<file path="src/cpu_config.svh">
`ifndef CPU_CONFIG_SVH
`define CPU_CONFIG_SVH

// datapath and instruction word width
`define CPU_DATA_W 16

// architectural registers incl. hardwired r0
`define CPU_REG_COUNT 16

`define CPU_IMEM_DEPTH 256 // instruction words
`define CPU_DMEM_DEPTH 256 // data words

`endif

</file>
<file path="src/cpuCtrlPkg.sv">
package cpuCtrlPkg;

	// operations the alu knows
	typedef enum logic [2:0] {
		ALU_ADD,
		ALU_SUB,
		ALU_XOR,
		ALU_SLL,
		ALU_SRA,
		ALU_ROR,
		ALU_PASS_B // operand b straight through
	} aluOpT;

	// what lands in rd
	typedef enum logic [1:0] {
		WB_ALU,
		WB_MEM,       // load data
		WB_LOW_BYTE,  // llb merge
		WB_HIGH_BYTE  // lhb merge
	} wbSrcT;

	// next pc select
	typedef enum logic [1:0] {
		PC_SEQ,    // pc + 2
		PC_BRANCH, // pc + 2 + offset
		PC_REG,    // register target
		PC_HOLD    // halted
	} pcSrcT;

endpackage

</file>
<file path="src/alu.sv">
`timescale 1ns/100ps
`include "cpu_config.svh"

module alu
	import cpuCtrlPkg::*;
(
	input  logic [`CPU_DATA_W-1:0]         a,     // rs operand
	input  logic [`CPU_DATA_W-1:0]         b,     // rt or imm
	input  aluOpT                          op,
	input  logic [$clog2(`CPU_DATA_W)-1:0] shamt, // from rt field
	output logic [`CPU_DATA_W-1:0]         result,
	output logic                           zero,
	output logic                           neg,
	output logic                           ovf
);

	localparam int W = `CPU_DATA_W;

	logic [W-1:0]   sum;     // a + b wrapped
	logic [W-1:0]   diff;    // a - b wrapped
	logic [2*W-1:0] rotWide; // doubled word for rotate
	logic           addOvf;
	logic           subOvf;

	assign sum  = a + b;
	assign diff = a - b;
	assign rotWide = {a, a} >> shamt;

	// same signs in, other sign out
	assign addOvf = (a[W-1] == b[W-1]) && (sum[W-1] != a[W-1]);
	// signs differ and result flips away from a
	assign subOvf = (a[W-1] != b[W-1]) && (diff[W-1] != a[W-1]);

	always_comb begin
		ovf = 1'b0; // only add and sub overflow
		case (op)
			ALU_ADD: begin
				result = sum;
				ovf    = addOvf;
			end
			ALU_SUB: begin
				result = diff;
				ovf    = subOvf;
			end
			ALU_XOR: result = a ^ b;
			ALU_SLL: result = a << shamt; // zero fill
			ALU_SRA: result = $unsigned($signed(a) >>> shamt); // sign fill
			ALU_ROR: result = rotWide[W-1:0]; // low half of shifted pair
			ALU_PASS_B: result = b;
			default: result = b;
		endcase
	end

	assign zero = (result == '0);
	assign neg  = result[W-1]; // msb as sign

endmodule

</file>
<file path="config.mk">
export PLATFORM = sky130hd
export DESIGN_NAME = alu
export DESIGN_NICKNAME = d
export VERILOG_FILES = /design/src/cpuCtrlPkg.sv /design/src/alu.sv
export VERILOG_INCLUDE_DIRS = /design/src
export SDC_FILE = /design/constraint.sdc
export NUM_CORES = 1
export LEC_CHECK = 0
export BUFFER_PORTS_ARGS = -buffer_cell sky130_fd_sc_hd__buf_2
export CAP_MARGIN = 20
export CORE_ASPECT_RATIO = 2
export CORE_UTILIZATION = 35
export DETAILED_ROUTE_END_ITERATION = 8
export GPL_ROUTABILITY_DRIVEN = 0
export PLACE_DENSITY = 0.55
export SLEW_MARGIN = 10
export SYNTH_ARGS = -nofsm -noshare
export SYNTH_HDL_FRONTEND = slang
export SYNTH_SLANG_ARGS = --single-unit
</file>
<file path="constraint.sdc">
create_clock -name vclk -period 8.9
set_input_delay 1.78 -clock vclk [all_inputs]
set_output_delay 1.78 -clock vclk [all_outputs]
set_load 0.05 [all_outputs]
</file>
==> qor.csv, run 1 <==
stage,metric,value,unit
layout,layout_common_cells,"58 x buf_2, 50 x nor2_1, 44 x nand2_1, 34 x inv_1, 34 x o21ai_0",
job,max-cap-violations,0,
layout,drive_above_1_share,19.74,%
timing,whs,4.066,ns
floorplanning,core-area,12200,um^2
timing,max-slew-margin-rel,30.96,%
worst_setup_path,crit_arrival,5.93,ns
power_and_ir_drop,p_leak,1.911,nW
worst_setup_path,worst_setup_path_end_kind,output pin,
floorplanning,ios,58,
yosys,syn_nets,682,
drt,drt_wl_total,18.31,mm
worst_setup_path,crit_path_max_incr_delay,0.75,ns
clocking,cts.repair.resized,0,
yosys,avgSynthCellArea,7.236,um^2
layout,layout_commonest_cell,buf_2,
layout,layout.cells.non_filler,765,
worst_setup_path,cp_cell_sequence,"buf_2, mux4_2, mux2i_1, nand2_1, o21ai_0, a21oi_1, or4_1, or4_1, or4_1, nor4_1, buf_2",
layout,nClkBuffers,0,
place,dp_cells,765,
timing,period_needed,7.710,ns
drt,via_per_inst,6.818,
power_and_ir_drop,ir_drop,0.03346,mV
yosys,syn_area,4414,um^2
layout,area_delta_synth_final,6.208,%
yosys,synth_seq_area_share,0,%
global_route,grt_pass1_vias,5089,
layout,regArea,0,um^2
yosys,synth_cells,610,
power_and_ir_drop,pwr_density_cell,75.49,nW/um^2
drt,drtPass1Iterations,5,
worst_setup_path,required,7.12,ns
timing,report.final.slew_viol_count,0,
floorplanning,die_y,160.8,um
clocking,cts_hold_buf,0,
place,hpwl,14.50,mm
global_route,grt-ovfl-total,0,
worst_setup_path,cpMaxStageDelayCell,buf_2,
drt,num_vias,5216,
worst_setup_path,crit_fanout,44,
clocking,cts_setup_buffers,0,
global_route,grt_max_degree,45,
worst_setup_path,crit_path_start,shamt[1],
yosys,ys_warn_count,0,
timing,max_freq,129.7,MHz
global_route,grt_pass1_wl,28.24,mm
layout,fin_nets,692,
place,portBuffers,58,
timing,finalCritPeriodShare,86.63,%
layout,num_antenna_cells,0,
drt,wl_per_cell,23.93,um
timing,grt_setup_unrepaired,false,
global_route,antenna_found_initial,0,
yosys,synth_cell_types,71,
worst_setup_path,crit_type,input port to output pin,
layout,seq_cell_count,0,
floorplanning,rows,57,
drt,ant_nets,0,
hold_path,hold_start,b[10],
floorplanning,die_w,81.41,um
global_route,grt_use_total,28.34,%
timing,hold_viol,0,
worst_setup_path,crit_top_cell,or4_1,
floorplanning,initial_core_util,36.20,%
drt,drtIter0Drc,409,
status,status,completed,
hold_path,min_path_type,input port to output pin,
worst_setup_path,cp-start-kind,input port,
timing,worstMarginPinSlew,1.036,ns
timing,fin_setup_tns,0,ns
drt,drc_errors,0,
floorplanning,dieArea,13090,um^2
timing,setup_violations,0,
[layout make-up]
class / instances / area [um^2]
Fill cell: 1330 / 7507
Inverter: 35 / 131.4
Multi-Input combinational cell: 516 / 4015
Tap cell: 147 / 183.9
Timing Repair Buffer: 67 / 357.8
[synth_stat cells, types with 5 or more instances]
library cell	instances	share of area [%]
mux4_2	27	14
nor4_1	7	0.99
a21oi_1	33	3.7
nand2b_1	15	2.1
o211ai_1	13	2.2
inv_1	34	2.9
nor3_1	25	2.8
mux2_2	15	3.8
a2111oi_0	5	0.99
buf_2	11	1.2
a21o_1	9	1.5
mux2i_1	30	6.8
buf_4	5	0.85
nor3b_1	8	1.4
o221ai_1	6	1.2
nand2_1	44	3.7
o32a_1	5	1.1
ha_1	31	8.8
a211oi_1	11	1.9
a31oi_1	7	0.99
nor2_1	50	4.3
o22ai_1	7	0.99
clkbuf_1	35	3.0
nand3b_1	6	1.0
nor2b_1	14	2.0
or3_1	6	0.85
o21ai_0	34	3.9
or4_1	7	1.2
nand3_1	8	0.91
buf_1	6	0.51
o31ai_1	9	1.5
[cells by family (layout without fill, tap and decap cells)]
logic type / after synthesis / count (layout) / synth area share [%]
adders and majority gates: 33 / 33 / 9.694
xor gates and xnor gates: 5 / 5 / 0.9920
buffers and inverters: 94 / 102 / 9.070
AOI/OAI and AO/OA: 194 / 194 / 31.01
muxes: 72 / 72 / 24.40
and+or+nand+nor: 212 / 212 / 24.83
[through the flow]
stage / cell area, um^2 / worst slack [ns] / total power [mW] / utilization (%)
2_1_floorplan: 4414 / 0.5143 / 0.2537 / -
3_3_place_gp: 4688 / 1.275 / 0.3436 / 38.44
6_report: 4688 / 1.190 / 0.3539 / 38.44
5_1_grt: 4688 / 0.9727 / 0.3772 / 38.44
4_1_cts: 4688 / 1.202 / 0.3476 / 38.44
3_5_place_dp: 4688 / 1.212 / 0.3467 / 38.44
[power by group]
part	internal [mW]	switching (mW)	total (mW)
Sequential	0	0	0
Combinational	0.122	0.232	0.354
Clock	0	0	0
Total	0.122	0.232	0.354
[final timing paths]
check | depth (start not counted) | slack, ns | to
worst max-delay path | 11 | 1.19 | zero
worst min-delay path | 3 | 4.07 | result[10]
[worst max-delay path, delay by kind of cell]
| family | cells | cell delay [ns] |
|---|---|---|
| compound gates | 2 | 0.20 |
| buf+inv | 2 | 1.06 |
| mux | 2 | 0.98 |
| simple gates | 5 | 1.87 |
[per-layer routing]
| layer | up-vias | GRT usage, % | routed length, um |
|---|---|---|---|
| met2 | 252 | 50.00 | 9371 |
| met5 | - | 0 | 0 |
| met4 | 0 | 21.10 | 1721 |
| met3 | 96 | 1.932 | 795 |
| met1 | 2504 | 30.10 | 6418 |
| li1 | 2364 | - | - |
Power figures use the tool's default switching activity.
==> run 2, diff against run 1 <==
==> constraint.sdc (replaced) <==
create_clock -name vclk -period 8.9
set_input_delay 2.67 -clock vclk [all_inputs]
set_output_delay 2.67 -clock vclk [all_outputs]
set_load 0.05 [all_outputs]
==> run 2 against run 1 <==
Routed wire length rose by 7.7%; utilization rose by 8.1 points; combinational power rose by 20%; via count rose by 8.9%; count of clock-buffer cells in the layout did not move; maximum frequency fell by 13%; die area did not move; setup slack got worse by 1.1 ns; critical endpoint unchanged; largest power group unchanged.
==> qor.csv, run 2 (synthesis results as in run 1) <==
stage,metric,value,unit
status,status,completed,
floorplanning,die_w,81.41,um
layout,multi_input_area,4151,um^2
timing,max-slew-margin-rel,54.37,%
worst_setup_path,crit_buf_inv,4,
worst_setup_path,cpMaxStageDelayCell,or4_1,
worst_setup_path,cp_cell_sequence,"buf_2, inv_1, ha_1, nor2_1, a21oi_1, mux2_2, a2111oi_1, buf_4, a22oi_2, or4_1, or4_4, or4_4, nor4_4, buf_6",
power_and_ir_drop,p_clk_share,0,%
global_route,grt_pass1_vias,5583,
global_route,grt_use_total,30.41,%
layout,seq_cell_count,0,
global_route,grt_pass1_wl,30.34,mm
power_and_ir_drop,seq_power_share,0,%
drt,drtPass1Iterations,5,
layout,layout.cells.non_filler,871,
worst_setup_path,crit_path_max_incr_delay,0.55,ns
power_and_ir_drop,swShare,59.23,%
worst_setup_path,crit_type,input port to output pin,
layout,layout_commonest_cell,buf_4,
place,portBuffers,58,
drt,num_vias,5681,
timing,max_freq,113.4,MHz
layout,nClkBuffers,0,
floorplanning,dieArea,13090,um^2
hold_path,min_path_type,input port to output pin,
floorplanning,core-area,12200,um^2
layout,layout_common_cells,"110 x buf_4, 56 x buf_2, 50 x nor2_1, 44 x nand2_1, 33 x inv_1",
timing,finalCritPeriodShare,99.05,%
drt,drt_wl_total,19.72,mm
floorplanning,initial_core_util,36.20,%
place,dp_cells,869,
power_and_ir_drop,combPwrFrac,100.0,%
timing,hold_viol,0,
power_and_ir_drop,ir_drop,0.05495,mV
power_and_ir_drop,pwr_density_cell,74.90,nW/um^2
power_and_ir_drop,p_int,173.4,uW
drt,drtIter0Drc,392,
worst_setup_path,cp-start-kind,input port,
drt,via_per_inst,6.522,
layout,fin_nets,798,
drt,ant_nets,0,
floorplanning,die_y,160.8,um
worst_setup_path,worst_setup_path_end_kind,output pin,
worst_setup_path,crit_arrival,6.15,ns
layout,drive_above_1_share,34.67,%
layout,regArea,0,um^2
worst_setup_path,required,6.23,ns
floorplanning,rows,57,
layout,nFillCells,1242,
layout,num_antenna_cells,0,
power_and_ir_drop,p_sw,251.9,uW
global_route,antenna_found_initial,0,
power_and_ir_drop,p_leak,2.451,nW
place,hpwl,16.46,mm
drt,drc_errors,0,
layout,area_delta_synth_final,28.63,%
global_route,grt_max_degree,28,
timing,period_needed,8.816,ns
job,max-cap-violations,0,
global_route,grt-ovfl-total,0,
timing,worstMarginPinSlew,0.6672,ns
worst_setup_path,crit_family,simple AND/OR/NAND/NOR gates,
timing,setup_violations,0,
floorplanning,ios,58,
drt,wl_per_cell,22.64,um
worst_setup_path,crit_fanout,4,
layout,finalCoreUtilization,46.56,%
worst_setup_path,crit_top_cell,or4_4,
timing,report.final.slew_viol_count,0,
[run 2: changes by cell type in the layout (fill, tap and decap cells not counted), moves of 3 or more]
cell / delta
buf_4: +101
o21ai_0: -3
buf_12: +3
buf_6: +3
[run 2: stage by stage]
step	power, mW	setup TNS (ns)	area (um^2)	hold slack [ns]	setup WS [ns]
finish	0.4253	0	5678	5.853	0.08417
global route	0.4516	-0.01800	5678	5.877	-0.01800
global placement	0.4040	-0.1142	5549	5.842	-0.1142
CTS	0.4093	0	5560	5.841	0.003323
floorplan	0.2578	-0.2393	4458	5.558	-0.2393
detailed placement	0.4078	-0.1007	5549	5.841	-0.1007
[run 2: layout make-up]
| type | count | area share [%] |
|---|---|---|
| inverters | 35 | 2.380 |
| repair buffers | 173 | 21.26 |
| multi-input cells | 516 | 73.12 |
| well taps | 147 | 3.239 |
[run 2: worst paths after layout]
kind | from | to | slack [ns] | cells past startpoint
max | b[2] | zero | 0.08 | 14
min | b[10] | result[10] | 5.85 | 3
[run 2: metal layers]
layer / share of wire [%] / track usage (%) / up-vias / wire length (um)
li1: - / - / 2578 / -
met1: 33 / 31.31 / 2699 / 6501
met2: 53 / 55.11 / 285 / 10390
met3: 4.9 / 2.273 / 119 / 965
met4: 9.4 / 21.51 / 0 / 1861
met5: 0 / 0 / - / 0
[run 2: what timing repair did]
action,4_1_cts,5_1_grt
pin swaps,0,9
setup endpoints to repair,1,1
hold buffers,0,0
resized for setup,3,25
setup buffers,0,2
[run 2: power groups by stage]
stage,sequential (mW),combinational (mW),clock [mW]
3_3_place_gp,0,0.404,0
6_report,0,0.425,0
4_1_cts,0,0.409,0
5_1_grt,0,0.452,0
2_1_floorplan,0,0.258,0
3_5_place_dp,0,0.408,0
