### src/cpu_config.svh
`ifndef CPU_CONFIG_SVH
`define CPU_CONFIG_SVH

// datapath and instruction word width
`define CPU_DATA_W 16

// architectural registers incl. hardwired r0
`define CPU_REG_COUNT 16

`define CPU_IMEM_DEPTH 256 // instruction words
`define CPU_DMEM_DEPTH 256 // data words

`endif

### src/registerFile.sv
`timescale 1ns/100ps
`include "cpu_config.svh"

module registerFile (
	input  logic                              clk,
	input  logic                              rstN,
	input  logic [$clog2(`CPU_REG_COUNT)-1:0] srcReg1,
	input  logic [$clog2(`CPU_REG_COUNT)-1:0] srcReg2,
	input  logic [$clog2(`CPU_REG_COUNT)-1:0] dstReg,
	input  logic                              writeEn,
	input  logic [`CPU_DATA_W-1:0]            dstData,
	output logic [`CPU_DATA_W-1:0]            srcData1,
	output logic [`CPU_DATA_W-1:0]            srcData2
);

	logic [`CPU_DATA_W-1:0] regs [`CPU_REG_COUNT]; // r0 slot never written

	always_ff @(posedge clk or negedge rstN) begin
		if (!rstN) begin
			for (int i = 0; i < `CPU_REG_COUNT; i++) begin
				regs[i] <= '0; // all regs clear on reset
			end
		end else if (writeEn && (dstReg != '0)) begin // r0 writes dropped
			regs[dstReg] <= dstData;
		end
	end

	// async reads, r0 forced to zero
	assign srcData1 = (srcReg1 == '0) ? '0 : regs[srcReg1];
	assign srcData2 = (srcReg2 == '0) ? '0 : regs[srcReg2];

endmodule

### config.mk
export PLATFORM = sky130hd
export DESIGN_NAME = registerFile
export DESIGN_NICKNAME = d
export VERILOG_FILES = /design/src/registerFile.sv
export VERILOG_INCLUDE_DIRS = /design/src
export SDC_FILE = /design/constraint.sdc
export NUM_CORES = 1
export LEC_CHECK = 0
export ABC_AREA = 1
export BUFFER_PORTS_ARGS = -buffer_cell sky130_fd_sc_hd__buf_2
export CAP_MARGIN = 20
export CORE_MARGIN = 4
export CORE_UTILIZATION = 40
export DETAILED_ROUTE_END_ITERATION = 16
export GPL_ROUTABILITY_DRIVEN = 0
export PLACE_DENSITY_LB_ADDON = 0.2
export SLEW_MARGIN = 20
export SYNTH_ARGS = -nofsm -noshare
export SYNTH_HDL_FRONTEND = slang
export SYNTH_SLANG_ARGS = --single-unit
export TNS_END_PERCENT = 50
### constraint.sdc
create_clock -name clk -period 1.46 [get_ports clk]
set_clock_uncertainty 0.1 [all_clocks]
set_input_delay 0.292 -clock clk [delete_from_list [all_inputs] [get_ports clk]]
set_output_delay 0.292 -clock clk [all_outputs]
set_load 0.02 [all_outputs]
==> impl_metrics.csv, run 1 <==
group,metric,value,unit
clocking,clk_latency,0.56,ns
finish,reg_top3,"regs: 256 flops",
worst_setup_path,cp_max_fo,2,
finish,regMostFlops,"regs",
grt,grt_pass1_wl,82900,um
yosys,synthDistinctLibCells,17,
clocking,cts-root-buf,"clkbuf_16",
sta,rsz0062_at_grt,"true",
worst_setup_path,arrival,1.76,ns
placed_design,portBuffers,62,
outcome,status,"complete, but fails checks",
outcome,failed_checks,"setup timing",
finish,drive_above_1_share,21.5,%
die,die_area,40800,um^2
sta,hold_viol,0,
sta,relSlewSlack,67.6,%
grt,grt_pass1_vias,14454,
yosys,synth_area_per_cell,6.52,um^2
finish,largest_reg_flops,256,
worst_setup_path,worstPathRequired,1.07,ns
clocking,cts_tree,"done",
grt,grt_max_degree,84,
worst_setup_path,worst_path_max_delay_cell,"dfrtp_1",
yosys,syn-cell-area,15100,um^2
yosys,synth_seq_cells,256,
clocking,clk_path_buf_depth,3,
sta,worst_pin_slew,0.486,ns
sta,maxSlewViolCount,0,
grt,overflow,0,
die,rows,70,
die,io_pins,63,
worst_setup_path,reg2reg_slack,0.45,ns
drt,wl,53000,um
yosys,synth-seq-area-share,42.5,%
grt,track_usage,25.4,%
drt,first_iter_violations,1514,
drt,drc_errors,0,
power_and_ir_drop,power_density,1220,nW/um^2
power_and_ir_drop,total_power,23400,uW
sta,finalCriticalPeriod,2.15,ns
clocking,h-tree-depth,1,
worst_setup_path,slowest_delay,0.36,ns
grt,grt.busiest_layer,"met1",
worst_setup_path,path_cells,"inv_1 > nand2_1 > nand3_1 > nand3_1 > nand3_1 > a21oi_4 > buf_6",
power_and_ir_drop,leakage,0.00985,uW
worst_setup_path,start_kind,"flop",
yosys,synthCells,2312,
sta,fin_ws,-0.690,ns
finish,finalNetCount,2446,
yosys,syn-num-nets,2343,
drt,route.vias.total,15251,
worst_setup_path,crit_path_frequent_cell,"nand3_1",
worst_setup_path,critPathKind,"reg2out",
drt,drt-wirelength-per-cell,18.0,um
finish,antenna_cells,0,
worst_setup_path,rr_endpoint,"regs[121]",
yosys,yosysWarnings,0,
clocking,cts.sinks,256,
sta,setup_viol,32,
die,die_w,202,um
clocking,clk_pin_slew_worst_paths,0.06,ns
sta,post-route-period-util,147,%
die,fp.dieH,202,um
drt,first_pass_iters,6,
die,start_util,40.9,%
run,maxCapViolations,0,
grt,antenna_found_initial,1,
worst_setup_path,r2r_cells,4,
worst_setup_path,end_kind,"output port",
hold_path,hold_path.class,"in2async",
grt,globalRouteMet3Util,4.51,%
drt,post_drt_via_cell_ratio,5.19,
drt,ant_nets,0,
sta,clock.fmax,0.465,GHz
die,core_area,36900,um^2
worst_setup_path,r2r-start,"regs[121]",
clocking,numCtsBuffers,29,
grt,grt.met1_usage,37.6,%
grt,grtUsageMet2,37.6,%
sta,tns,-20.04,ns
power_and_ir_drop,ir_drop,0.910,mV
finish,area_growth_syn_to_layout,27.2,%
placed_design,place_hpwl,35400,um
[layout make-up]
type / count / area, um^2
Tap cell: 504 / 631
Clock inverter: 6 / 82.6
Multi-Input combinational cell: 1567 / 7520
Fill cell: 3559 / 17700
Inverter: 314 / 1190
Clock buffer: 43 / 848
Sequential cell: 256 / 6410
Timing Repair Buffer: 247 / 2480
[cell usage in the layout, fill, tap and decap left out, drive strengths merged, types with 3 or more instances in the layout]
| cell | n |
|---|---|
| clkinv | 3 |
| buf | 230 |
| inv | 314 |
| clkbuf | 43 |
| nand2 | 924 |
| o21ai | 240 |
| nor2 | 12 |
| dlygate4sd3 | 17 |
| a21oi | 32 |
| dfrtp | 256 |
| nand3 | 355 |
[per-stage QoR]
step                      worst slack, ns  area [um^2]  utilization, %  std cells  hold slack, ns
final                              -0.690        19200            52.0       2937           0.112
after global placement             -0.640        17200            46.5       2852          0.0851
after global routing               -0.765        19200            52.0       2937           0.110
after floorplan                    -0.223        15400               -       2312          -0.104
after detailed placement           -0.639        17200            46.5       2852          0.0851
after CTS                          -0.731        18600            50.4       2920          0.0874
[how the worst max path moves through the flow]
stage / endpoint / slack (ns) / start
detailed placement: srcData1[10] / -0.64 / srcReg1[1]
CTS: srcData1[6] / -0.73 / regs[118]
global placement: srcData1[10] / -0.64 / srcReg1[1]
finish: srcData1[11] / -0.69 / regs[27]
global route: srcData2[4] / -0.77 / regs[228]
floorplan: srcData1[10] / -0.22 / srcReg1[2]
[repair_timing]
item / CTS / global route
buffers inserted: 2 / 20
gates resized for setup: 139 / 154
hold endpoints to repair: 320 / 0
setup endpoints to repair: 32 / 32
pin swaps: 64 / 92
hold buffers: 17 / 0
[synthesized netlist by cell type]
library cell / n / area [um^2]
inv_2: 7 / 26.3
clkbuf_1: 83 / 312
nor2_1: 10 / 37.5
o21ai_1: 2 / 10.0
nand2_1: 924 / 3470
nor4_4: 1 / 21.3
a21oi_1: 32 / 160
nor4_2: 1 / 12.5
dfrtp_1: 256 / 6410
inv_1: 307 / 1150
nor3_2: 2 / 20.0
buf_2: 77 / 385
nand3_1: 355 / 1780
nor2_2: 2 / 12.5
buf_1: 11 / 41.3
o21ai_0: 238 / 1190
buf_4: 4 / 30.0
[cells by family (layout without fill, tap and decap cells)]
family / count (synthesis) / after routing / synth area share, %
buf+inv: 489 / 610 / 12.9
simple gates: 1295 / 1295 / 35.5
flops: 256 / 256 / 42.5
compound gates: 272 / 272 / 9.04
[worst max-delay path: cells and delay by family (launching register included)]
kind	cells	cell delay (ns)
compound gates	1	0.22
flops	1	0.36
simple gates	4	0.40
buf+inv	2	0.21
[power by group]
group	leakage (uW)	switching, uW	internal (uW)	total [uW]
clock	0.000456	3020	4320	7340
sequential	0.00322	730	8510	9250
combinational	0.00617	4120	2720	6840
[layer usage]
layer,part of all wire (%),vias up
li1,-,7335
met1,46,7148
met2,43,665
met3,7.7,101
met4,3.1,2
met5,0.013,-
No activity file was read; power rests on OpenSTA's default activity.
==> inputs of run 2 (changes only) <==
--- a/config.mk
+++ b/config.mk
@@ -11,6 +11,7 @@
 export CAP_MARGIN = 20
 export CORE_MARGIN = 4
 export CORE_UTILIZATION = 40
+export CTS_CLUSTER_DIAMETER = 80
 export DETAILED_ROUTE_END_ITERATION = 16
 export GPL_ROUTABILITY_DRIVEN = 0
 export PLACE_DENSITY_LB_ADDON = 0.2
==> constraint.sdc (replaced) <==
create_clock -name clk -period 2.6 [get_ports clk]
set_clock_uncertainty 0.1 [all_clocks]
set_input_delay 0.52 -clock clk [delete_from_list [all_inputs] [get_ports clk]]
set_output_delay 0.52 -clock clk [all_outputs]
set_load 0.02 [all_outputs]
==> impl_metrics.csv, run 2 (same netlist as run 1, synthesis figures left out) <==
group,metric,value,unit
clocking,clk_pin_slew_worst_paths,0.06,ns
finish,area_growth_syn_to_layout,13.9,%
drt,wl_met2,21300,um
sta,clock.fmax,0.392,GHz
power_and_ir_drop,ir_drop,0.415,mV
die,rows,70,
clocking,numCtsBuffers,30,
placed_design,place_hpwl,31300,um
grt,grt_pass1_wl,78100,um
sta,post-route-period-util,98.1,%
power_and_ir_drop,power_switching,4100,uW
drt,ant_nets,0,
power_and_ir_drop,combPwrFrac,24.3,%
drt,post_drt_via_cell_ratio,5.17,
grt,overflow,0,
power_and_ir_drop,power_density,735,nW/um^2
outcome,status,"complete, no violations",
sta,worst_pin_slew,0.512,ns
worst_setup_path,arrival,1.93,ns
drt,drc_errors,0,
sta,rsz0062_at_grt,"false",
sta,relSlewSlack,65.8,%
sta,fin_ws,0.0482,ns
sta,maxSlewViolCount,0,
grt,track_usage,23.5,%
worst_setup_path,cp_max_fo,80,
power_and_ir_drop,pwr-share-seq,40.7,%
clocking,clk_path_buf_depth,3,
hold_path,hold_path.class,"in2reg",
die,die_w,202,um
power_and_ir_drop,p_int,8510,uW
placed_design,dpl_worst_slack,0.0614,ns
die,io_pins,63,
finish,reg_top3,"regs: 256 flops",
placed_design,dpl_cell_area,16100,um^2
worst_setup_path,worstPathRequired,1.98,ns
finish,final_area,17200,um^2
drt,drt-met1-wl,21900,um
die,core_area,36900,um^2
placed_design,dp.cells,2770,
die,fp.dieH,202,um
worst_setup_path,end_kind,"output port",
finish,instances_no_fill,2827,
finish,regMostFlops,"regs",
power_and_ir_drop,p_clk_share,35.0,%
clocking,clk_latency,0.56,ns
die,start_util,40.9,%
drt,first_pass_iters,6,
drt,dr.max_layer_used,"met4",
clocking,h-tree-depth,1,
sta,tns,0,ns
run,maxCapViolations,0,
drt,first_iter_violations,1522,
sta,hold_viol,0,
worst_setup_path,start_kind,"input port",
grt,grt_pass1_vias,13970,
die,die_area,40800,um^2
drt,wl_met3,3680,um
clocking,postCtsSetupBuffers,0,
grt,antenna_found_initial,1,
clocking,cts.sinks,256,
sta,setup_viol,0,
placed_design,portBuffers,62,
clocking,cts_tree,"done",
clocking,cts-root-buf,"clkbuf_16",
drt,wl,48500,um
power_and_ir_drop,p_sw_share,32.5,%
drt,drt-wirelength-per-cell,17.2,um
finish,mostFrequentLayoutCells,"nand2_1 (924), nand3_1 (355), inv_1 (307)",
grt,grt_max_degree,81,
finish,drive_above_1_share,8.57,%
drt,route.vias.total,14626,
finish,finalNetCount,2330,
power_and_ir_drop,leakage,0.00910,uW
finish,final_common_cell,"nand2_1",
sta,finalCriticalPeriod,2.55,ns
finish,largest_reg_flops,256,
worst_setup_path,critPathKind,"in2out",
[run 2: changes by cell type in the layout (fill, tap and decap cells not counted), moves of 32 or more]
| cell | before | now |
|---|---|---|
| inv_1 | 211 | 307 |
| inv_2 | 100 | 5 |
| buf_4 | 126 | 45 |
| nand3_1 | 300 | 355 |
| nand2_1 | 872 | 924 |
| nand3_2 | 51 | 0 |
| nand2_2 | 48 | 0 |
| buf_6 | 35 | 0 |
| buf_2 | 27 | 59 |
[run 2: area by class of cell]
| cell class | instances | area [um^2] |
|---|---|---|
| fillers | 3817 | 19700 |
| multi-input cells | 1567 | 6760 |
| flip-flops and latches | 256 | 6410 |
| inverters | 314 | 1180 |
| repair buffers | 130 | 1140 |
| clock buffers | 45 | 908 |
| well taps | 504 | 631 |
| clock inverters | 10 | 125 |
| diodes | 1 | 2.50 |
[run 2: power groups by stage]
stage	Sequential (uW)	Clock, uW	Combinational (uW)
floorplan	5100	0	2150
global placement	5170	0	2960
detailed placement	5190	0	3030
CTS	5130	4510	3050
global route	5230	4670	3520
finish	5130	4410	3060
[run 2: what timing repair did]
action,in CTS,in global routing
endpoints found under the hold margin,25,0
setup endpoints to repair,0,6
hold buffers,1,0
gates resized for setup,0,6
[run 2: metrics by stage]
step                      power [uW]  hold WS [ns]  util (%)
after floorplan                 7250         0.124         -
after global placement          8130         0.265      43.6
after detailed placement        8220         0.266      43.6
after CTS                      12700        0.0956      46.5
after global routing           13400         0.119      46.5
final                          12600         0.115      46.5
[run 2: final timing paths]
path	startpoint	end	slack (ns)	cells after the start
setup reg to reg	regs[159]	regs[159]	1.79	2
hold reg to reg	regs[242]	regs[242]	0.28	0
hold / removal	dstData[8]	regs[168]	0.11	3
max in group asynchronous	rstN	regs[32]	1.30	3
min in group asynchronous	rstN	regs[144]	0.30	2
setup / recovery	srcReg2[0]	srcData2[11]	0.05	6
[run 2: worst max-delay path, stage by stage]
cell and delay (ns):
buf_4 0.14, buf_12 0.21, nor4_4 0.51, buf_4 0.24, a21oi_1 0.08, buf_2 0.18
[run 2: metal layers]
layer	up-vias	track usage, %
li1	7111	-
met1	6809	33.7
met2	600	36.3
met3	106	3.35
met4	0	8.76
met5	-	0
