$ cat config.mk
export PLATFORM = sky130hd
export DESIGN_NAME = controlUnit
export DESIGN_NICKNAME = d
export VERILOG_FILES = /design/src/cpuIsaPkg.sv /design/src/cpuCtrlPkg.sv /design/src/controlUnit.sv
export VERILOG_INCLUDE_DIRS = /design/src
export SDC_FILE = /design/constraint.sdc
export NUM_CORES = 1
export LEC_CHECK = 0
export BUFFER_PORTS_ARGS = -buffer_cell sky130_fd_sc_hd__buf_4
export CAP_MARGIN = 20
export CORE_AREA = 2 2 47 49
export CTS_CLUSTER_SIZE = 40
export DETAILED_ROUTE_END_ITERATION = 6
export DIE_AREA = 0 0 49 51
export PLACE_DENSITY_LB_ADDON = 0.25
export SYNTH_ARGS = -nofsm -noshare
export SYNTH_HDL_FRONTEND = slang
export SYNTH_SLANG_ARGS = --single-unit
export TNS_END_PERCENT = 10
$ cat constraint.sdc
create_clock -name clk -period 1.45 [get_ports clk]
set_input_delay 0.145 -clock clk [delete_from_list [all_inputs] [get_ports clk]]
set_output_delay 0.145 -clock clk [all_outputs]
set_load 0.005 [all_outputs]
$ cat src/cpu_config.svh
`ifndef CPU_CONFIG_SVH
`define CPU_CONFIG_SVH

// datapath and instruction word width
`define CPU_DATA_W 16

// architectural registers incl. hardwired r0
`define CPU_REG_COUNT 16

`define CPU_IMEM_DEPTH 256 // instruction words
`define CPU_DMEM_DEPTH 256 // data words

`endif

$ cat src/cpuIsaPkg.sv
package cpuIsaPkg;

	// opcode field in bits [15:12]
	typedef enum logic [3:0] {
		OP_ADD = 4'h0,
		OP_SUB = 4'h1,
		OP_XOR = 4'h2,
		OP_SLL = 4'h4,
		OP_SRA = 4'h5,
		OP_ROR = 4'h6,
		OP_LW  = 4'h8,
		OP_SW  = 4'h9,
		OP_LLB = 4'hA,
		OP_LHB = 4'hB,
		OP_B   = 4'hC,
		OP_BR  = 4'hD,
		OP_HLT = 4'hF
	} opcodeT;

	// rt doubles as shamt or low imm bits
	typedef struct packed {
		opcodeT     opcode;
		logic [3:0] rd;
		logic [3:0] rs;
		logic [3:0] rt;
	} instrT;

	// branch cond sits in rd[3:1]
	typedef enum logic [2:0] {
		COND_NE     = 3'b000, // z clear
		COND_EQ     = 3'b001, // z set
		COND_GT     = 3'b010, // z and n clear
		COND_LT     = 3'b011, // n set
		COND_GE     = 3'b100, // z set or n clear
		COND_LE     = 3'b101, // n or z set
		COND_OVF    = 3'b110, // v set
		COND_ALWAYS = 3'b111
	} condT;

endpackage

$ cat src/cpuCtrlPkg.sv
package cpuCtrlPkg;

	// operations the alu knows
	typedef enum logic [2:0] {
		ALU_ADD,
		ALU_SUB,
		ALU_XOR,
		ALU_SLL,
		ALU_SRA,
		ALU_ROR,
		ALU_PASS_B // operand b straight through
	} aluOpT;

	// what lands in rd
	typedef enum logic [1:0] {
		WB_ALU,
		WB_MEM,       // load data
		WB_LOW_BYTE,  // llb merge
		WB_HIGH_BYTE  // lhb merge
	} wbSrcT;

	// next pc select
	typedef enum logic [1:0] {
		PC_SEQ,    // pc + 2
		PC_BRANCH, // pc + 2 + offset
		PC_REG,    // register target
		PC_HOLD    // halted
	} pcSrcT;

endpackage

$ cat src/controlUnit.sv
`timescale 1ns/100ps
`include "cpu_config.svh"

module controlUnit
	import cpuIsaPkg::*, cpuCtrlPkg::*;
(
	input  logic                   clk,
	input  logic                   rstN,
	input  instrT                  instr,
	input  logic                   zIn,      // live alu flags
	input  logic                   nIn,
	input  logic                   vIn,
	output logic [3:0]             srcReg1,
	output logic [3:0]             srcReg2,
	output logic [3:0]             dstReg,
	output logic                   regWrite,
	output aluOpT                  aluOp,
	output logic                   aluSrc,   // 1 picks imm as operand b
	output logic [`CPU_DATA_W-1:0] imm,
	output logic                   memWrite,
	output wbSrcT                  wbSrc,
	output pcSrcT                  pcSrc,
	output logic                   halt
);

	localparam int W = `CPU_DATA_W;

	logic         zQ, nQ, vQ; // stored flags
	logic         haltQ;      // sticky halt
	logic         isHlt;
	logic         taken;      // branch cond met
	condT         cond;
	logic [W-1:0] memOff;     // signed 4b offset times two
	logic [W-1:0] brOff;      // signed 9b offset times two
	logic [W-1:0] byteImm;    // 8b for llb and lhb

	assign isHlt   = (instr.opcode == OP_HLT);
	assign halt    = haltQ | isHlt; // high in the fetch cycle already
	assign cond    = condT'(instr.rd[3:1]);
	assign memOff  = {{(W-5){instr.rt[3]}}, instr.rt, 1'b0};
	assign brOff   = {{(W-10){instr.rd[0]}}, instr.rd[0], instr.rs, instr.rt, 1'b0};
	assign byteImm = {{(W-8){1'b0}}, instr.rs, instr.rt};

	// condition against flags from earlier instrs
	always_comb begin
		case (cond)
			COND_NE:     taken = ~zQ;
			COND_EQ:     taken = zQ;
			COND_GT:     taken = ~zQ & ~nQ;
			COND_LT:     taken = nQ;
			COND_GE:     taken = zQ | ~nQ;
			COND_LE:     taken = nQ | zQ;
			COND_OVF:    taken = vQ;
			COND_ALWAYS: taken = 1'b1;
			default:     taken = 1'b0;
		endcase
	end

	always_comb begin
		srcReg1  = instr.rs;
		srcReg2  = instr.rt;
		dstReg   = instr.rd;
		regWrite = 1'b0;
		aluOp    = ALU_PASS_B;
		aluSrc   = 1'b0;
		imm      = '0;
		memWrite = 1'b0;
		wbSrc    = WB_ALU;
		pcSrc    = PC_SEQ;
		case (instr.opcode)
			OP_ADD: begin
				regWrite = 1'b1;
				aluOp    = ALU_ADD;
			end
			OP_SUB: begin
				regWrite = 1'b1;
				aluOp    = ALU_SUB;
			end
			OP_XOR: begin
				regWrite = 1'b1;
				aluOp    = ALU_XOR;
			end
			OP_SLL, OP_SRA, OP_ROR: begin
				regWrite = 1'b1; // shamt taken from rt field
				aluOp    = (instr.opcode == OP_SLL) ? ALU_SLL :
					(instr.opcode == OP_SRA) ? ALU_SRA : ALU_ROR;
			end
			OP_LW: begin
				regWrite = 1'b1;
				aluOp    = ALU_ADD; // rs + offset
				aluSrc   = 1'b1;
				imm      = memOff;
				wbSrc    = WB_MEM;
			end
			OP_SW: begin
				srcReg2  = instr.rd; // store data comes from rd
				aluOp    = ALU_ADD;
				aluSrc   = 1'b1;
				imm      = memOff;
				memWrite = 1'b1;
			end
			OP_LLB, OP_LHB: begin
				srcReg2  = instr.rd; // old rd for the kept byte
				regWrite = 1'b1;
				imm      = byteImm;
				wbSrc    = (instr.opcode == OP_LLB) ? WB_LOW_BYTE : WB_HIGH_BYTE;
			end
			OP_B: begin
				imm   = brOff;
				pcSrc = taken ? PC_BRANCH : PC_SEQ;
			end
			OP_BR: pcSrc = taken ? PC_REG : PC_SEQ; // target in rs
			OP_HLT: pcSrc = PC_HOLD;
			default: ; // unused encodings fall through as nop
		endcase
		if (haltQ) begin
			regWrite = 1'b0; // frozen until reset
			memWrite = 1'b0;
			pcSrc    = PC_HOLD;
		end
	end

	always_ff @(posedge clk or negedge rstN) begin
		if (!rstN) begin
			zQ    <= 1'b0;
			nQ    <= 1'b0;
			vQ    <= 1'b0;
			haltQ <= 1'b0;
		end else begin
			if (isHlt) begin
				haltQ <= 1'b1;
			end
			case (instr.opcode)
				OP_ADD, OP_SUB: begin // arithmetic sets all three
					zQ <= zIn;
					nQ <= nIn;
					vQ <= vIn;
				end
				OP_XOR, OP_SLL, OP_SRA, OP_ROR: zQ <= zIn; // z only
				default: ;
			endcase
		end
	end

endmodule

==> results.txt, run 1 <==
- The setup path with the least slack is of type reg2out.
- In this run switching power makes up 30.89% of total power.
* Top-area cell type share of the netlist area: 15.19%
- Internal power contribution: 0.4045 mW
- PwrDens: 524.4 mW/mm^2
- Top cells by area, synth: sky130_fd_sc_hd__buf_4 15%, sky130_fd_sc_hd__dfrtp_1 14%, sky130_fd_sc_hd__mux2_2 11%, sky130_fd_sc_hd__a32o_1 5.8%, sky130_fd_sc_hd__and2_1 5.4%
- Global-route wire length before repair: 3194 um
- Gate count after technology mapping: 92
- Worst Hold End: vQ
- Time the worst path needs with I/O delays and setup: 1.676 ns
- Using the TritonRoute via totals, the vias-per-cell ratio works out to 4.934.
* Yosys warnings: 0
- STA classifies the critical path startpoint as a register.
- TritonCTS built the clock tree.
- Cell type contributing the most total cell area after synthesis: sky130_fd_sc_hd__buf_4
- In this run, the number of DRC markers left after iteration 0 of detailed routing was 19.
- Switching power of the nets: 0.1808 mW
- Clock tree synthesis inserted a total of 3 buffers.
* Highest clock rate: 0.5965 GHz
- The first TritonRoute pass finished after 4 iterations.
* Antenna violation net count after detailed routing: 0
* Height of the die: 51 um
- Die area: 0.002499 sq mm
* Post-synthesis to final-layout area growth: 61.30%
- Maximum number of pins on one net before global-route repair: 20
* Most frequent cells in the layout: 62 x sky130_fd_sc_hd__buf_4, 10 x sky130_fd_sc_hd__nand2_1, 9 x sky130_fd_sc_hd__nor2_1, 7 x sky130_fd_sc_hd__mux2_2, 6 x sky130_fd_sc_hd__and2_1
- The die is 49 um wide.
- Share of the yosys chip area belonging to registers: 14.47%
- Number of nets in the layout: 162
* Critical Path End Type: primary output
* CP cell instances: nor2_2 -> a311oi_2 -> a221o_1 -> a41o_1 -> buf_6
- Synth unique cells: 30
- The worst pin sits at a relative slew slack of 79.23%.
- Diode count: 0
- CTS Buffer Depth: 2
- CTS sink cnt: 4
- The layout has 216 filler cells.
* Syn nets: 113
- Number of buffer and inverter stages on the critical path: 1
- Hold WC Path Type: in2reg
- Post-layout worst setup margin: -0.2265 ns
- The root buffer cell chosen for the clock tree is sky130_fd_sc_hd__clkbuf_4.
- Average detailed-routed wire length per instance: 12.22 um
- The tool flagged a number of max-cap violations equal to 0.
- Endpoint arrival time on the critical path: 1.53 ns
- Mean area per synthesized cell: 7.521 sq um
* Result of the run: finished with violations
- The sequential cells in the finished layout cover a total of 100.1 sq um.
* Number of placed instances with taps included: 162
- Cells fill 54.09% of the core in the end.
* Flip-flop and latch count after synthesis: 4
* Violations in the final reports: negative setup slack
* Worst EP required: 1.31 ns
- The number of global-route vias before repair was 735.
- Remaining DRCs: 0
- The final-report max-slew violation count was 0.
* Count of boundary I/O pins: 60
- Critical path depth in cells: 5
- Counting instances, the worst hold path has a depth of 2.
- Deepest level of the CTS H-tree: 1
* Hold_sp: vIn
- Syn Std Cell Area: 691.9 sq um
* Worst voltage drop across the vdd grid: 0.5083 mV
- Clock share of power: 22.7%
- After clock tree synthesis, the clock-pin slew on the worst setup and hold paths is 0.04 ns.
- The cell family contributing the most delay on the critical path is compound AO/OA/AOI/OAI gates.
* Final hold vios: 0
- After global routing the overflow that remains totals 0.
- Core ar.: 0.002063 sq mm
- Summed area of non-filler cells in the final layout: 0.001116 sq mm
- Actual transition at the worst max-transition pin: 0.3104 ns
* Leakage component of the power: 0.5769 nW
- Clock skew on the completed layout was measured at 0 ns.
- Post-place setup slack: -0.04275 ns
* Area taken by multi-input logic gates: 467.9 sq um
- Part of the power in combinational logic: 53.2%
- In this run, flip-flops and latches consume 24.1% of the power.
* GPL Wtd Cong: 0.7993
* Maximum fanout encountered on the critical timing path: 3
- The startpoint identified for the worst register-to-register timing path is nQ.
- Once detailed placement completed, the half-perimeter wirelength came to 1623 um.
* Flop2flop setup slack: 0.66 ns
* Antenna violations before repair: 0
- Row generation in the floorplan step produced 17 rows.
- Worst-case reg-to-reg path depth: 1
- Setup repair after global routing missed its margin: yes
* Setup violation total in the final timing report: 2
- The endpoint identified for the worst register-to-register timing path is nQ.
- Summing over every cut layer, the via total after detailed routing is 824.
* Count of port buffers added during placement: 59
- On the critical path, the stage with the largest delay is an instance of sky130_fd_sc_hd__dfrtp_1.
- Final Non-Filler Cells: 167
* Insertion delay to the later sink of the worst-skew pair: 0.23 ns
- The library cell used most frequently in the layout, excluding fill and tap cells, is sky130_fd_sc_hd__buf_4.
- Of the cells placed in the final design, the portion with a size suffix greater than 1 is 56.12%.
* Delay contributed by the slowest stage of the critical path: 0.39 ns
* Placed standard-cell area: 0.001060 sq mm
- Global Route Usage Sum: 15.88%
* Part of the cycle the worst path needs: 115.6%
- Detailed-route wire length: 2040 um
- Once the floorplan was initialized, standard cells occupied 33.54% of the core.
## logic make-up (layout without fill, tap and decap cells)
family | count (synthesis) | count (layout) | share of synthesized area, %
simple gates | 35 | 35 | 24.96
mux | 8 | 8 | 12.84
flops | 4 | 4 | 14.47
xor+xnor | 2 | 2 | 2.532
compound gates | 22 | 22 | 25.50
buf+inv | 21 | 68 | 19.71
## sequential cells by signal, summed over array words and instances, names as in the netlist
signal,count
haltQ,1
nQ,1
vQ,1
zQ,1
## synth_stat cells, drive strengths merged
cell,n
nand2,10
nor2,10
and3,1
a221oi,1
mux2,7
a21oi,3
nand2b,2
o21ai,2
mux2i,1
a22o,1
a22oi,4
a41o,3
nor3,2
a311oi,1
a221o,1
nor2b,1
clkbuf,2
dfrtp,4
a21o,1
and2,6
and2b,2
and3b,1
buf,18
a32o,4
xor2,2
inv,1
a31oi,1
## per-layer routing
metal	part of all wire (%)	vias up	wire, um	global-route usage, %
met5	0	-	0	0
met4	0.93	0	19	6.190
met3	7.2	2	147	2.339
met2	49	39	990	27.40
met1	43	368	883	19.96
li1	-	415	-	-
## power by group through the flow
stage	logic [mW]	registers [mW]	clock network, mW
finish	0.311	0.141	0.133
global route	0.341	0.144	0.144
CTS	0.313	0.140	0.140
detailed placement	0.296	0.141	0
global placement	0.290	0.140	0
floorplan	0.159	0.139	0
## layout make-up
cell class / count / share of cell area, %
Timing Repair Buffer: 64 / 43.61
Multi-Input combinational cell: 67 / 41.93
Sequential cell: 4 / 8.969
Tap cell: 28 / 3.139
Clock buffer: 3 / 2.018
Inverter: 1 / 0.3363
## worst max path at each step
stage / from / end / slack [ns]
after floorplan: zQ / pcSrc[1] / 0.14
after global placement: zQ / pcSrc[1] / -0.01
after detailed placement: zQ / pcSrc[1] / -0.04
after CTS: zQ / pcSrc[1] / -0.25
after global routing: zQ / pcSrc[1] / -0.31
final: zQ / pcSrc[1] / -0.23
## stage by stage
step / TNS (ns) / total power [mW] / hold slack, ns
after detailed placement: -0.04275 / 0.4372 / -0.05761
final: -0.3907 / 0.5852 / 0.1534
after global placement: -0.01018 / 0.4302 / -0.05868
after global routing: -0.5699 / 0.6294 / 0.1570
after CTS: -0.4280 / 0.5931 / 0.1468
after floorplan: 0 / 0.2979 / -0.1506
## repair_timing
item | CTS | global route
gates resized for setup | 3 | 1
pin swaps | 4 | 4
hold buffers | 1 | 0
setup buffers | 1 | 0
endpoints found under the setup margin | 2 | 2
hold endpoints to repair | 4 | 0
Power figures use the tool's default switching activity.
==> run 2: changes to the inputs <==
==> constraint.sdc (replaced) <==
create_clock -name clk -period 1.45 [get_ports clk]
set_input_delay 0.0725 -clock clk [delete_from_list [all_inputs] [get_ports clk]]
set_output_delay 0.0725 -clock clk [all_outputs]
set_load 0.005 [all_outputs]
==> results.txt, run 2 (same netlist as run 1, synthesis figures left out) <==
- Highest clock rate: 0.6210 GHz
* Horizontal extent of the die: 49 um
- Critical Path End Type: primary output
* Share of power burned in registers: 24.7%
* Part of the cycle the worst path needs: 111.0%
- The final reports fail on negative setup slack.
- For this run, the detailed router's first-pass iteration total came to 4.
- Across the VDD grid, the largest voltage drop is 0.5121 mV.
* Diode count: 0
- The count of endpoints failing hold in the final timing report is 0.
- TritonCTS built the clock tree.
- Clock share of power: 23.5%
- For the pin with the worst max-slew slack, the measured transition is 0.3394 ns.
- Height of the die: 51 um
* Number of placed instances with taps included: 160
- Global Route Usage Sum: 15.76%
- Data on the critical path is required at its endpoint by 1.38 ns.
* GPL Wtd Cong: 0.7884
- Compared with the post-synthesis result, the final layout area differs by 57.51%.
- The routed design uses 1006 um of met2 wire.
* Number of vias in the routed layout: 813
- Routed metal-1 wire length: 839 um
- In the detailed route, the total length drawn on met3 is 154 um.
- Most frequent cells in the layout: 60 x sky130_fd_sc_hd__buf_4, 10 x sky130_fd_sc_hd__nand2_1, 9 x sky130_fd_sc_hd__nor2_1, 7 x sky130_fd_sc_hd__mux2_2, 6 x sky130_fd_sc_hd__and2_1
- Internal power contribution: 0.3942 mW
- Counting I/O delays and the setup requirement, the final critical path takes 1.610 ns.
* Clock transition at the registers of the reported paths: 0.04 ns
* Detailed Place HPWL: 1562 um
* Leakage component of the power: 0.5603 nW
* Result of the run: finished with violations
* Maximum number of pins on one net before global-route repair: 20
- Clock skew on the completed layout was measured at 0 ns.
- CTS sink cnt: 4
* Core ar.: 0.002063 sq mm
- The min-delay analysis places its worst path in the category in2reg.
* Count of port buffers added during placement: 59
- Sum of internal, switching and leakage power: 0.5753 mW
- Part of the power in combinational logic: 51.7%
- The die covers 0.002499 sq mm.
- Measured against its own limit, the worst slew margin works out to 77.29%.
- For this design the ratio of total power to cell area is 527.9 mW/mm^2.
* Post-layout worst setup margin: -0.1602 ns
- Once layout is complete, the cells apart from fillers number 164.
- After detailed routing, the number of vias per cell comes to 4.957.
- The final-report max-slew violation count is 0.
* Count of boundary I/O pins: 60
- Top layer reached by signal wires: met4
* Total congestion overflow: 0
- Average detailed-routed wire length per instance: 12.23 um
- Detailed-route wire length: 2006 um
- Once the clock tree was built, the setup fixing pass inserted 0 buffers.
- Setup violation total in the final timing report: 2
- The post-route netlist has 55.15% of its cells at a drive strength greater than 1.
- Most common cell after layout, fill and taps aside: sky130_fd_sc_hd__buf_4
- At the worst endpoint, the arrival time is 1.54 ns.
* CTS Buffer Depth: 2
* Number of nets in the layout: 159
* Fraction of power spent switching nets: 31.48%
- Starting utilization of the core area: 33.54%
- The number of global-route vias before repair was 730.
- Clock tree synthesis selected as its root buffer the cell sky130_fd_sc_hd__clkbuf_4.
- Insertion delay to the later sink of the worst-skew pair: 0.23 ns
* Deepest level of the CTS H-tree: 1
* Antenna violation net count after detailed routing: 0
* Maximum fanout encountered on the critical timing path: 3
* Clock buffer count from CTS: 3
* Remaining DRCs: 0
* First-iteration detailed-routing DRC count: 10
- STA classifies the critical path startpoint as a register.
* Tightest hold margin: 0.07562 ns
* Type of the worst setup path: reg2out
* Switching power of the nets: 0.1811 mW
- Setup repair after global routing could not meet its margin everywhere.
- Share of the core filled with cells: 52.82%
* Global-route wire length before repair: 3111 um
- Antenna violations before repair: 0
- Count of standard-cell rows: 17
* Post-place setup slack: 0.01304 ns
* Number of max-cap violations: 0
[run 2: routing by layer]
| metal | GRT usage (%) | up-vias |
|---|---|---|
| li1 | - | 405 |
| met1 | 17.83 | 368 |
| met2 | 29.00 | 38 |
| met3 | 3.509 | 2 |
| met4 | 5.714 | 0 |
| met5 | 0 | - |
[run 2: per-stage QoR]
step / instance area (sq um) / TNS, ns
floorplan: 691.9 / 0
global placement: 1045 / 0
detailed placement: 1045 / 0
CTS: 1090 / -0.2589
global route: 1090 / -0.4248
finish: 1090 / -0.2612
[run 2: power by group through the flow]
stage	Clock, mW	Combinational, mW	Sequential [mW]
after CTS	0.141	0.301	0.142
after floorplan	0	0.159	0.139
after global routing	0.152	0.327	0.144
after detailed placement	0	0.292	0.142
final	0.135	0.298	0.142
after global placement	0	0.286	0.140
[run 2: final cells by class]
cell class,instances,area [sq um]
Inverter,1,3.754
Fill cell,211,973.4
Clock buffer,3,22.52
Timing Repair Buffer,61,460.4
Multi-Input combinational cell,67,467.9
Tap cell,28,35.03
Sequential cell,4,100.1
[run 2: worst max-delay path, cell delays in order (launching register included)]
cell	delay, ns
sky130_fd_sc_hd__dfrtp_1	0.39
sky130_fd_sc_hd__nor2_2	0.15
sky130_fd_sc_hd__a311oi_2	0.12
sky130_fd_sc_hd__a221o_1	0.34
sky130_fd_sc_hd__a41o_1	0.18
sky130_fd_sc_hd__buf_4	0.13
[run 2: what timing repair did]
item                                    in CTS  in global routing
endpoints found under the setup margin       2                  2
resized for setup                            3                  0
pin swaps                                    5                  0
hold endpoints to repair                     4                  0
hold buffers                                 1                  0
[run 2: worst paths after layout]
| kind | from | endpoint | slack, ns | cells after the start |
|---|---|---|---|---|
| max in group asynchronous | rstN | haltQ | 1.15 | 2 |
| setup / recovery | zQ | pcSrc[1] | -0.16 | 5 |
| hold / removal | nIn | nQ | 0.08 | 2 |
| setup reg to reg | nQ | nQ | 0.65 | 1 |
| min in group asynchronous | rstN | vQ | 0.20 | 2 |
| hold reg to reg | vQ | vQ | 0.50 | 1 |
==> run 3: changes to the inputs <==
--- a/config.mk
+++ b/config.mk
@@ -8,10 +8,10 @@
 export LEC_CHECK = 0
 export BUFFER_PORTS_ARGS = -buffer_cell sky130_fd_sc_hd__buf_4
 export CAP_MARGIN = 20
-export CORE_AREA = 2 2 47 49
+export CORE_AREA = 2 2 45 47
 export CTS_CLUSTER_SIZE = 40
 export DETAILED_ROUTE_END_ITERATION = 6
-export DIE_AREA = 0 0 49 51
+export DIE_AREA = 0 0 47 49
 export PLACE_DENSITY_LB_ADDON = 0.25
 export SYNTH_ARGS = -nofsm -noshare
 export SYNTH_HDL_FRONTEND = slang
==> constraint.sdc (replaced) <==
create_clock -name clk -period 1.9 [get_ports clk]
set_input_delay 0.095 -clock clk [delete_from_list [all_inputs] [get_ports clk]]
set_output_delay 0.095 -clock clk [all_outputs]
set_load 0.005 [all_outputs]
==> results.txt, run 3 (same netlist as run 1, synthesis figures left out) <==
- The run finished with clean final reports.
- Final slew viol count: 0
* Endpoint arrival time on the critical path: 1.59 ns
- Antenna violations before repair: 0
- The number of hold buffers added after CTS was 1.
- The floorplan has 16 rows.
- After the last flow step, the layout net total stands at 158.
- The first global-routing pass estimated 2973 um of wire.
* Share of the core filled with cells: 58.02%
- Wires add up to 1982 um.
- Aggregate negative setup slack: 0 ns
* Part of the cycle the worst path needs: 88.93%
- The die is 47 um wide.
- CTS saw 4 sinks.
- For the pin with the worst max-slew slack, the measured transition is 0.3610 ns.
- From synthesis to final layout, the design area changed by 54.43%.
- Clock buffer count from CTS: 3
- The critical path in this run is classified as reg2out.
* Flop2flop setup slack: 1.11 ns
- For this run, the detailed router's first-pass iteration total came to 4.
- Total congestion overflow: 0
- Number of vias in the routed layout: 803
* Number of setup buffers added after CTS: 0
- After detailed routing, the number of remaining DRC violations is 0.
- Deepest level of the CTS H-tree: 1
- In the routed layout, each cell is associated on average with a via count of 4.957.
* Final hold vios: 0
- TritonCTS built the clock tree.
- Entering global routing, the biggest net connects 20 pins.
- Setup violation total in the final timing report: 0
* Setup repair after global routing missed its margin: no
- After detailed routing, the average wire length per cell comes to 12.23 um.
- The number of antenna diodes in the final layout is 0.
* Global Route Usage Sum: 16.99%
* Core ar.: 0.001842 sq mm
* Critical Path End Type: primary output
* Detailed Place HPWL: 1569 um
* Max-slew headroom at the worst pin: 75.84%
- Layout Skew: 0 ns
* PwrDens: 404.2 mW/mm^2
- STA classifies the critical path startpoint as a register.
- Across the run, the number of max-cap violations was 0.
- The completed layout was analyzed and its total power is 0.4318 mW.
* CTS Buffer Depth: 2
* Starting utilization of the core area: 37.57%
- After layout, the minimum clock period comes to 1.690 ns.
- Clock-pin slew was measured on the worst setup and hold paths at 0.04 ns.
* Most common cell after layout, fill and taps aside: sky130_fd_sc_hd__buf_4
- Height of the die: 49 um
- The root buffer cell chosen for the clock tree is sky130_fd_sc_hd__clkbuf_4.
- Count of port buffers added during placement: 59
- Highest clock rate: 0.5918 GHz
* Number of global-route vias before repair: 706
- First-iteration detailed-routing DRC count: 9
- In this run the worst path has a maximum fanout of 3.
* Count of boundary I/O pins: 60
* Antenna violation net count after detailed routing: 0
- Die area: 0.002303 sq mm
- GPL Wtd Cong: 0.7213
- Worst EP required: 1.80 ns
- Most frequent cells in the layout: 59 x sky130_fd_sc_hd__buf_4, 10 x sky130_fd_sc_hd__nor2_1, 10 x sky130_fd_sc_hd__nand2_1, 7 x sky130_fd_sc_hd__mux2_2, 6 x sky130_fd_sc_hd__and2_1
* Worst voltage drop across the vdd grid: 0.2549 mV
- Post-CTS repair changed the size of 0 cells.
- Of the cells placed in the final design, the portion with a size suffix greater than 1 is 52.59%.
- Leakage component of the power: 0.5537 nW
* Insertion delay to the later sink of the worst-skew pair: 0.24 ns
* Hold WC Path Type: in2reg
==> run 3: routing by layer <==
layer  global-route usage (%)  wire length [um]  vias up  share of wire [%]
li1                         -                 -      403                  -
met1                    18.55               787      363                 40
met2                    31.05              1021       35                 52
met3                    1.852               159        2                8.0
met4                    6.944                14        0               0.71
met5                        0                 0        -                  0
==> run 3: critical path: stages, from the launching register on <==
cell and delay [ns]:
sky130_fd_sc_hd__dfrtp_1 0.37, sky130_fd_sc_hd__nor2_1 0.13, sky130_fd_sc_hd__a311oi_1 0.12, sky130_fd_sc_hd__a221o_1 0.36, sky130_fd_sc_hd__a41o_1 0.24, sky130_fd_sc_hd__buf_4 0.13
==> run 3: where the power goes <==
| group | switching (mW) | internal (mW) |
|---|---|---|
| clock | 0.0340 | 0.0706 |
| combinational | 0.0911 | 0.129 |
| sequential | 0.00919 | 0.0978 |
==> run 3: cell type report <==
class / instances / area [sq um]
repair buffers: 60 / 452.9
clock buffers: 3 / 22.52
inverters: 1 / 3.754
multi-input cells: 67 / 455.4
flip-flops and latches: 4 / 100.1
fillers: 184 / 773.2
well taps: 27 / 33.78
==> run 3: worst paths after layout <==
check	from	endpoint	depth (start not counted)
setup / recovery	zQ	pcSrc[1]	5
hold / removal	vIn	vQ	2
setup reg to reg	nQ	nQ	1
hold reg to reg	vQ	vQ	1
max in group asynchronous	rstN	vQ	2
min in group asynchronous	rstN	haltQ	2
==> run 3: through the flow <==
step	hold slack, ns	cell area (sq um)	worst slack [ns]	instances
2_1_floorplan	-0.2006	691.9	0.6392	92
3_3_place_gp	-0.1076	1036	0.4912	158
3_5_place_dp	-0.1048	1036	0.4607	158
4_1_cts	0.08142	1069	0.1919	162
5_1_grt	0.08648	1069	0.1211	162
6_report	0.09183	1069	0.2103	162
